--- config.mk ---
export PLATFORM = sky130hd
export DESIGN_NAME = rob
export DESIGN_NICKNAME = d
export VERILOG_FILES = /design/src/common/tomasulo_pkg.sv /design/src/rob/rob.sv
export VERILOG_INCLUDE_DIRS = /design/src /design/src/common
export SDC_FILE = /design/constraint.sdc
export NUM_CORES = 1
export LEC_CHECK = 0
export ABC_AREA = 1
export ABC_CLOCK_PERIOD_IN_PS = 13000
export BUFFER_PORTS_ARGS = -buffer_cell sky130_fd_sc_hd__clkbuf_2
export CAP_MARGIN = 10
export CORE_MARGIN = 3
export CORE_UTILIZATION = 58
export CTS_BUF_LIST = sky130_fd_sc_hd__clkbuf_2 sky130_fd_sc_hd__clkbuf_4 sky130_fd_sc_hd__clkbuf_8
export DETAILED_ROUTE_END_ITERATION = 10
export PLACE_DENSITY = 0.95
export SLEW_MARGIN = 10
export SYNTH_ARGS = -nofsm -noshare
export SYNTH_HDL_FRONTEND = slang
export SYNTH_SLANG_ARGS = --single-unit
--- constraint.sdc ---
create_clock -name clk -period 13 [get_ports clk]
set_input_delay 2.6 -clock clk [delete_from_list [all_inputs] [get_ports clk]]
set_output_delay 2.6 -clock clk [all_outputs]
set_load 0.03 [all_outputs]
--- src/common/tomasulo_config.svh ---
`ifndef TOMASULO_CONFIG_SVH
`define TOMASULO_CONFIG_SVH

// width of every data word carried by the core
`define TOMA_XLEN 32

// architectural registers, x0 included
`define TOMA_NUM_REGS 32

// reorder buffer entries
// must stay a power of two so the tags wrap for free
`define TOMA_ROB_DEPTH 8

// log2 of the ROB depth
// one tag addresses exactly one ROB slot
`define TOMA_TAG_W 3

`endif

--- src/common/tomasulo_pkg.sv ---
`default_nettype none

`include "tomasulo_config.svh"

package tomasulo_pkg;

	// architectural register number
	typedef logic [4:0] reg_idx_t;

	// ROB slot index, doubles as the rename tag
	typedef logic [`TOMA_TAG_W-1:0] rob_tag_t;

	// one data word
	typedef logic [`TOMA_XLEN-1:0] word_t;

	// one instruction entering rename
	// has_dest is low for branches and stores
	typedef struct packed {
		logic     valid;
		reg_idx_t rd;
		logic     has_dest;
	} dispatch_t;

	// result broadcast on the common data bus
	typedef struct packed {
		logic     valid;
		rob_tag_t tag;
		word_t    data;
	} cdb_t;

	// one reorder buffer slot
	typedef struct packed {
		logic     occupied;
		logic     ready;
		reg_idx_t rd;
		logic     has_dest;
		word_t    data;
	} rob_entry_t;

	// whole ROB as seen by the register file
	typedef rob_entry_t [`TOMA_ROB_DEPTH-1:0] rob_entries_t;

	// queue pointers, count is one bit wider to tell full from empty
	typedef struct packed {
		rob_tag_t               front;
		rob_tag_t               rear;
		logic [`TOMA_TAG_W:0]   count;
	} rob_ptrs_t;

	// one retiring instruction
	typedef struct packed {
		logic     valid;
		reg_idx_t rd;
		word_t    data;
		rob_tag_t tag;
	} commit_t;

	// registered mispredict, entries front..keep_tag survive
	typedef struct packed {
		logic     valid;
		rob_tag_t keep_tag;
	} flush_t;

	// source operand, value is a tag while busy
	typedef struct packed {
		logic  busy;
		word_t value;
	} operand_t;

	// both sources of one issue slot
	typedef struct packed {
		operand_t r1;
		operand_t r2;
	} src_read_t;

endpackage

`default_nettype wire

--- src/rob/rob.sv ---
`default_nettype none

`include "tomasulo_config.svh"

module rob (
	input  wire logic                      clk,
	input  wire logic                      rst,
	input  wire tomasulo_pkg::dispatch_t   dispatch0,
	input  wire tomasulo_pkg::dispatch_t   dispatch1,
	input  wire tomasulo_pkg::cdb_t        cdb,
	input  wire logic                      mispredict,
	input  wire tomasulo_pkg::rob_tag_t    mispredict_tag,
	output logic                           dispatch_ready,
	output tomasulo_pkg::rob_tag_t         alloc_tag0,
	output tomasulo_pkg::rob_tag_t         alloc_tag1,
	output tomasulo_pkg::rob_entries_t     entries,
	output tomasulo_pkg::rob_ptrs_t        ptrs,
	output tomasulo_pkg::flush_t           flush,
	output tomasulo_pkg::commit_t          commit
);
	localparam int DEPTH = `TOMA_ROB_DEPTH;
	localparam int TW    = `TOMA_TAG_W;

	// head, next free slot and occupancy
	tomasulo_pkg::rob_tag_t front;
	tomasulo_pkg::rob_tag_t rear;
	logic [TW:0]            count;

	logic                   alloc0;
	logic                   alloc1;
	logic [TW:0]            n_alloc;
	logic                   commit_fire;
	// occupancy right after truncation, before any retirement
	logic [TW:0]            keep_count;
	// one bit per slot thrown away by this cycle's mispredict
	logic [DEPTH-1:0]       discard;

	// true when idx lies in the circular window head..last
	function automatic logic survives(
		input tomasulo_pkg::rob_tag_t idx,
		input tomasulo_pkg::rob_tag_t head,
		input tomasulo_pkg::rob_tag_t last
	);
		tomasulo_pkg::rob_tag_t off_idx;
		tomasulo_pkg::rob_tag_t off_last;
		// distances from the head wrap with the tag width
		off_idx  = idx - head;
		off_last = last - head;
		return off_idx <= off_last;
	endfunction

	always_comb begin
		// room for a full pair keeps the dispatch logic simple
		dispatch_ready = int'(count) <= DEPTH - 2;

		// slot 1 always lands right behind slot 0
		alloc_tag0 = rear;
		alloc_tag1 = rear + TW'(1);

		// a dispatch during a mispredict belongs to the wrong path
		alloc0 = dispatch_ready && !mispredict && dispatch0.valid;
		alloc1 = alloc0 && dispatch1.valid;
		n_alloc = (TW+1)'(alloc0) + (TW+1)'(alloc1);

		// retire straight from the head, one per cycle
		commit_fire = entries[front].occupied && entries[front].ready;
		commit.valid = commit_fire;
		// branches and stores retire with x0 so nothing gets written
		commit.rd = entries[front].has_dest ? entries[front].rd : '0;
		commit.data = entries[front].data;
		commit.tag = front;

		// the branch itself stays, so add one
		keep_count = (TW+1)'(tomasulo_pkg::rob_tag_t'(mispredict_tag - front)) + (TW+1)'(1);

		for (int i = 0; i < DEPTH; i++) begin
			discard[i] = mispredict && !survives(TW'(i), front, mispredict_tag);
		end

		ptrs.front = front;
		ptrs.rear  = rear;
		ptrs.count = count;
	end

	always_ff @(posedge clk) begin
		if (rst) begin
			front <= '0;
			rear <= '0;
			count <= '0;
			flush.valid <= 1'b0;
			// payload fields of the slots stay as they are
			for (int i = 0; i < DEPTH; i++) begin
				entries[i].occupied <= 1'b0;
				entries[i].ready <= 1'b0;
			end
		end else begin
			// regfile rebuilds one edge later from the truncated queue
			flush.valid <= mispredict;
			flush.keep_tag <= mispredict_tag;

			front <= front + TW'(commit_fire);

			if (mispredict) begin
				// rear snaps to just past the branch
				rear <= mispredict_tag + TW'(1);
				count <= keep_count - (TW+1)'(commit_fire);
			end else begin
				rear <= rear + TW'(n_alloc);
				count <= count + n_alloc - (TW+1)'(commit_fire);
			end

			// write-back, ignored for free or discarded slots
			if (cdb.valid && entries[cdb.tag].occupied && !discard[cdb.tag]) begin
				entries[cdb.tag].ready <= 1'b1;
				entries[cdb.tag].data <= cdb.data;
			end

			// allocation into the free tail
			if (alloc0) begin
				entries[alloc_tag0].occupied <= 1'b1;
				entries[alloc_tag0].ready <= 1'b0;
				entries[alloc_tag0].rd <= dispatch0.rd;
				entries[alloc_tag0].has_dest <= dispatch0.has_dest;
			end
			if (alloc1) begin
				entries[alloc_tag1].occupied <= 1'b1;
				entries[alloc_tag1].ready <= 1'b0;
				entries[alloc_tag1].rd <= dispatch1.rd;
				entries[alloc_tag1].has_dest <= dispatch1.has_dest;
			end

			// head slot frees on retirement
			if (commit_fire) begin
				entries[front].occupied <= 1'b0;
				entries[front].ready <= 1'b0;
			end

			// wrong-path slots vanish in the same edge
			for (int i = 0; i < DEPTH; i++) begin
				if (discard[i]) begin
					entries[i].occupied <= 1'b0;
					entries[i].ready <= 1'b0;
				end
			end
		end
	end

endmodule

`default_nettype wire

==> metrics.yaml, run 1 <==
status: "completed"
maxCapViolCount: 0
cts_sinks: 334
io_buffers: 437
cts_resized: 0
gp_congestion: 0.952
hold_viol_final: 0
timing.fmax_mhz: 157
diodes: 0
rsz0062_at_grt: "no"
grt_use_total_pct: 35.1
overflow: 0
drc: 0
finalSetupTns_ns: 0
pwr-share-seq_pct: 53.2
post-place-ws_ns: 6.57
nFillCells: 1653
vias: 14100
viasPerCell: 6.30
multi_input_area_sq_um: 4800
power.density_nw_per_um2: 122
ys_warn_count: 0
die_h_um: 168
syn_nets: 1540
die_area_sq_um: 28300
dr.pass1.iters: 7
syn_area_sq_um: 15300
period_minus_slack_ns: 6.36
pwr-share-comb_pct: 7.7
grt_max_degree: 99
rows: 58
worstSetupPathType: "reg -> out"
drive_gt1_share_pct: 30.0
start_util_pct: 59.8
cp-start-kind: "register"
slew_headroom_pct: 16.7
fin_skew_ns: 0.0396
synth_edf_count: 307
antenna_left: 0
dp_hpwl_um: 34400
fp.dieW_um: 168
core_area_sq_um: 25500
synthTopCellsByArea: "edfxtp_1 (60%), nor2_1 (7.7%), o21ai_0 (6.4%)"
area_delta_synth_final_pct: 22.2
drt_iter0_drc: 2217
p_int_mw: 1.71
ys_seq_elements: 334
wl_per_cell_um: 23.2
p_sw_share_pct: 25.0
synthCells: 1455
post-route-period-util_pct: 48.9
yosysTopAreaCell: "edfxtp_1"
cts_tree: "done"
cts_hold_buf: 0
grt_pass1_wl_um: 77400
worstSetupEndpointType: "primary output"
synth_flop_cell: "edfxtp_1"
timing_worst_slew_pin_value_ns: 1.25
clkPwrFrac_pct: 39.1
finalWorstSetupSlack_ns: 6.64
p_switching_mw: 0.569
htreeDepth: 2
ir_drop_mv: 0.102
insertion_delay_ns: 0.60
seq_area_frac_synth_pct: 63.9
cts.clk_slew.worst_paths_ns: 0.06
seq_area_sq_um: 9770
totalWireLength_um: 51900
hp-class: "reg -> reg"
clockBufferDepth: 3
critPathRequiredTime_ns: 10.40
drv_slew: 0
arrival_ns: 3.76
syn_area_per_cell_sq_um: 10.5
synth_cell_type_count: 43
ys_async_sr_fraction_pct: 0
finalSetupViolCount: 0
num_io_pins: 438
synth.top_cell.area_share_pct: 60.3
power.leakage_nw: 7.77
power_mw: 2.28
cts_buffers: 50
antenna_found_initial: 0
nNetsFinal: 1954
cts_setup_buffers: 0
grt_pass1_vias: 13400
cts-root-buf: "clkbuf_8"
critPathMaxFanout: 98
## cell type report
cell class	count	area share, %
Inverter	109	2.20
Clock buffer	63	4.48
Clock inverter	26	1.05
Tap cell	330	2.21
Multi-Input combinational cell	929	25.7
Sequential cell	334	52.3
Timing Repair Buffer	445	12.0
## logic make-up (layout without fill, tap and decap cells)
logic type               after synthesis  in the layout  synth area share (%)
flip-flops                           334            334                  63.9
XOR/XNOR                               4              4                 0.279
buffers and inverters                192            643                  5.05
AND/OR/NAND/NOR                      522            522                  14.4
AO/OA/AOI/OAI                        374            374                  13.9
adder cells (fa/ha/maj)               29             29                  2.52
## cell usage in the layout (no fill, tap or decap), types with 2 or more instances in the layout
master / n
clkbuf_2: 437
edfxtp_1: 307
nor2_1: 306
o21ai_0: 194
nand2_1: 125
inv_1: 101
clkbuf_8: 58
a31oi_1: 49
o22ai_1: 44
a21oi_1: 41
nand3_1: 39
ha_1: 26
dfxtp_1: 25
o211ai_1: 15
nor3_1: 12
a211oi_1: 12
clkinv_1: 12
nand3_2: 10
clkinv_2: 9
nor2_4: 8
buf_4: 8
inv_2: 6
a21oi_2: 6
nand4_1: 5
clkbuf_4: 5
nand3b_1: 4
nor2_2: 4
nand2_2: 3
o21bai_1: 3
a22oi_1: 3
fa_1: 3
xnor2_1: 2
nor2_8: 2
o311a_1: 2
bufinv_16: 2
dfxtp_4: 2
## power groups by stage
| stage | clock (mW) | sequential, mW | combinational, mW |
|---|---|---|---|
| floorplan | 0 | 1.26 | 0.0776 |
| global placement | 0 | 1.23 | 0.166 |
| detailed placement | 0 | 1.23 | 0.172 |
| CTS | 0.890 | 1.21 | 0.173 |
| global route | 0.940 | 1.21 | 0.189 |
| finish | 0.890 | 1.21 | 0.176 |
## cell usage after synthesis (12+ instances only)
master    number
nor2_1       314
edfxtp_1     307
o21ai_0      194
nand2_1      125
inv_1        103
clkbuf_1      52
a31oi_1       49
o22ai_1       44
a21oi_1       41
nand3_1       39
dfxtp_1       27
ha_1          26
o211ai_1      15
buf_2         14
a211oi_1      12
nor3_1        12
## critical path, stage by stage (launching register included)
cell and delay, ns:
dfxtp_4 0.83, buf_4 0.89, o21ai_0 0.23, o22ai_1 0.20, nor2_1 0.05, a31oi_1 0.44
o21ai_0 0.19, inv_1 0.09, clkbuf_2 0.20
## through the flow
| stage | std cells | cell area, sq um | utilization [%] | hold WS, ns |
|---|---|---|---|---|
| 2_1_floorplan | 1455 | 15300 | - | 0.581 |
| 6_report | 2236 | 18700 | 73.1 | 0.527 |
| 4_1_cts | 2236 | 18700 | 73.1 | 0.513 |
| 3_3_place_gp | 2147 | 17600 | 69.1 | 0.493 |
| 3_5_place_dp | 2147 | 17600 | 69.1 | 0.506 |
| 5_1_grt | 2236 | 18700 | 73.1 | 0.558 |
## worst paths after layout
path	from	endpoint	slack [ns]	depth (start not counted)
worst min register to register	entries[279]	entries[279]	0.53	2
worst max register to register	front[0]	register	7.36	16
worst min-delay path	entries[279]	entries[279]	0.53	2
worst max-delay path	front[0]	commit[39]	6.64	8
## layer usage
metal | GRT usage, % | wire length, um | vias up
li1 | - | - | 5990
met1 | 42.9 | 16700 | 6420
met2 | 59.4 | 25300 | 1436
met3 | 8.71 | 7370 | 235
met4 | 15.7 | 2530 | 0
met5 | 0 | 0 | -
Note: power is estimated with default switching activity, not from simulation.
==> run 2: changes to the inputs <==
--- a/config.mk
+++ b/config.mk
@@ -6,15 +6,15 @@
 export SDC_FILE = /design/constraint.sdc
 export NUM_CORES = 1
 export LEC_CHECK = 0
-export ABC_AREA = 1
-export ABC_CLOCK_PERIOD_IN_PS = 13000
+export ABC_AREA = 0
+export ABC_CLOCK_PERIOD_IN_PS = 6400
 export BUFFER_PORTS_ARGS = -buffer_cell sky130_fd_sc_hd__clkbuf_2
 export CAP_MARGIN = 10
 export CORE_MARGIN = 3
-export CORE_UTILIZATION = 58
+export CORE_UTILIZATION = 54
 export CTS_BUF_LIST = sky130_fd_sc_hd__clkbuf_2 sky130_fd_sc_hd__clkbuf_4 sky130_fd_sc_hd__clkbuf_8
 export DETAILED_ROUTE_END_ITERATION = 10
-export PLACE_DENSITY = 0.95
+export PLACE_DENSITY = 0.94
 export SLEW_MARGIN = 10
 export SYNTH_ARGS = -nofsm -noshare
 export SYNTH_HDL_FRONTEND = slang
==> constraint.sdc (replaced) <==
create_clock -name clk -period 6.4 [get_ports clk]
set_input_delay 1.28 -clock clk [delete_from_list [all_inputs] [get_ports clk]]
set_output_delay 1.28 -clock clk [all_outputs]
set_load 0.03 [all_outputs]
==> run 2 against run 1 <==
Effect of this change:
- sequential share of layout area rose by 0.22 points
- clock skew fell by 0.0022 ns
- synthesized cell count fell by 30%
- global-route usage fell by 3.7 points
- clock power rose by 110%
- die area rose by 5.7%
- register-to-register slack got worse by 5.7 ns
- routed wire length fell by 8.0%
- largest cell class unchanged
==> metrics.yaml, run 2 <==
fp.dieW_um: 173
slew_headroom_pct: 28.1
ys_seq_elements: 334
startpoint: "front[0]"
totalWireLength_um: 47700
nFillCells: 1917
grt_pass1_vias: 11200
grt_pass1_wl_um: 71400
insertion_delay_ns: 0.59
utilization_pct: 68.4
antenna_found_initial: 0
cts_resized: 0
cts_buffers: 52
synth_edf_count: 307
endpoint: "commit[40]"
routed-wl-met2_um: 23600
synth_cell_type_count: 63
dp_hpwl_um: 34100
hold_path.startpoint: "entries[158]"
worstSetupEndpointType: "primary output"
ys_async_sr_fraction_pct: 0
rsz0062_at_grt: "no"
final_common_cell: "clkbuf_2"
num_io_pins: 438
critPathMaxFanout: 55
cts_setup_buffers: 0
worstSetupPathType: "reg -> out"
cts.clk_slew.worst_paths_ns: 0.07
vias: 11100
status: "completed"
drc: 0
cts_sinks: 334
die_area_sq_um: 29900
synth-compound-area-share_pct: 4.81
finalSetupTns_ns: 0
die_h_um: 173
grt_max_degree: 58
arrival_ns: 3.83
drive_gt1_share_pct: 42.2
power.leakage_nw: 7.41
yosys-top-cells-count: "edfxtp_1 (307), nand2_1 (153), mux4_2 (76)"
cts_tree: "done"
slowest_stage: "buf_4"
viasPerCell: 5.98
critPathRequiredTime_ns: 5.12
nNetsFinal: 1536
drt_iter0_drc: 1290
wl_per_cell_um: 25.6
finalSetupViolCount: 0
synth_flop_cell: "edfxtp_1"
synth_top_family_by_area: "multiplexers"
synth.area.mux_share_pct: 15.0
timing.fmax_mhz: 196
gp_congestion: 0.987
drv_slew: 0
hold_viol_final: 0
htreeDepth: 2
ir_drop_mv: 0.216
r2r_cells: 12
clockBufferDepth: 3
synthAdderAreaFrac_pct: 2.84
diodes: 0
timing_worst_slew_pin_value_ns: 1.08
fin_skew_ns: 0.0374
hp-class: "reg -> reg"
synth_xor_area_share_pct: 0.972
dr.pass1.iters: 7
antenna_left: 0
power.density_nw_per_um2: 250
io_buffers: 437
area_delta_synth_final_pct: 23.4
synthSimpleGateAreaFrac_pct: 8.74
synth.top_cell.area_share_pct: 61.2
synthCells: 1019
period_minus_slack_ns: 5.11
wl_met1_um: 16400
rows: 60
ys_warn_count: 0
seq_area_frac_synth_pct: 64.8
highest_layer: "met4"
worstReg2RegStart: "front[0]"
cts-root-buf: "clkbuf_8"
syn_area_per_cell_sq_um: 14.8
syn_area_sq_um: 15100
wl_met3_um: 5530
maxCapViolCount: 0
start_util_pct: 55.4
core_area_sq_um: 27200
yosysTopAreaCell: "edfxtp_1"
synth.most_common_cell: "edfxtp_1"
slowest_delay_ns: 0.90
overflow: 0
cp-start-kind: "register"
syn_nets: 1104
synthTopCellsByArea: "edfxtp_1 (61%), mux4_2 (11%), nand2_1 (3.8%)"
r2r_slack_ns: 1.68
post-route-period-util_pct: 79.9
crit_chain: "buf_4 -> nand3_1 -> and4_1 -> a21oi_1 -> a21boi_0 -> o21ai_0 -> inv_1 -> clkbuf_2"
cts_hold_buf: 0
grt_use_total_pct: 31.4
mostFrequentLayoutCells: "clkbuf_2 (437), edfxtp_1 (307), nand2_1 (153)"
-- run 2: cell types whose count changed after synthesis, sizes merged, moves of 15 or more --
cell,previous run,this run
a31oi,49,5
mux4,0,76
clkbuf,52,28
nor2,320,64
o22ai,44,0
inv,109,29
nand3,50,15
mux2i,0,53
nand2,129,154
o21ai,194,25
o211ai,15,0
-- run 2: how the worst min path moves through the flow --
| stage | end | depth (start not counted) |
|---|---|---|
| 4_1_cts | entries[158] | 2 |
| 2_1_floorplan | entries[158] | 2 |
| 6_report | entries[158] | 2 |
| 3_3_place_gp | entries[158] | 2 |
| 5_1_grt | entries[158] | 2 |
| 3_5_place_dp | entries[158] | 2 |
-- run 2: area by class of cell --
type                       count  area (sq um)  area share (%)
clock inverter                29           218            1.17
tap                          372           465            2.50
timing repair buffer         449          2290            12.3
multi-input combinational    585          4910            26.4
sequential                   334          9770            52.5
inverter                      29           109           0.585
clock buffer                  66           840            4.51
-- run 2: cell families after synthesis --
kind of cell               after synthesis
muxes                                  130
buffers and inverters                  100
xor gates and xnor gates                15
DFF                                    334
and+or+nand+nor                        291
AOI/OAI and AO/OA                      116
adders and majority gates               33
-- run 2: per-layer routing --
layer	vias up	global-route usage (%)
li1	4736	-
met1	5379	38.8
met2	886	52.3
met3	137	8.26
met4	0	14.1
met5	-	0
-- run 2: where the power goes --
group	internal, mW	switching, mW	total, mW
clock	0.988	0.851	1.84
combinational	0.109	0.235	0.344
sequential	2.42	0.0395	2.46
-- run 2: stage by stage --
| step | instances | setup WS (ns) | total power [mW] | hold slack [ns] | area, sq um |
|---|---|---|---|---|---|
| 6_report | 1864 | 1.29 | 4.65 | 0.508 | 18600 |
| 5_1_grt | 1864 | 1.01 | 4.78 | 0.571 | 18600 |
| 4_1_cts | 1864 | 1.24 | 4.66 | 0.515 | 18600 |
| 3_5_place_dp | 1769 | 1.14 | 2.85 | 0.504 | 17500 |
| 3_3_place_gp | 1769 | 1.23 | 2.84 | 0.515 | 17500 |
| 2_1_floorplan | 1019 | 0.175 | 2.73 | 0.603 | 15100 |
-- run 2: worst max-delay path, delay by kind of cell (launching register included) --
kind            cells  cell delay [ns]
compound gates      3             0.65
buf+inv             3             1.33
simple gates        2             0.41
flops               1             0.81
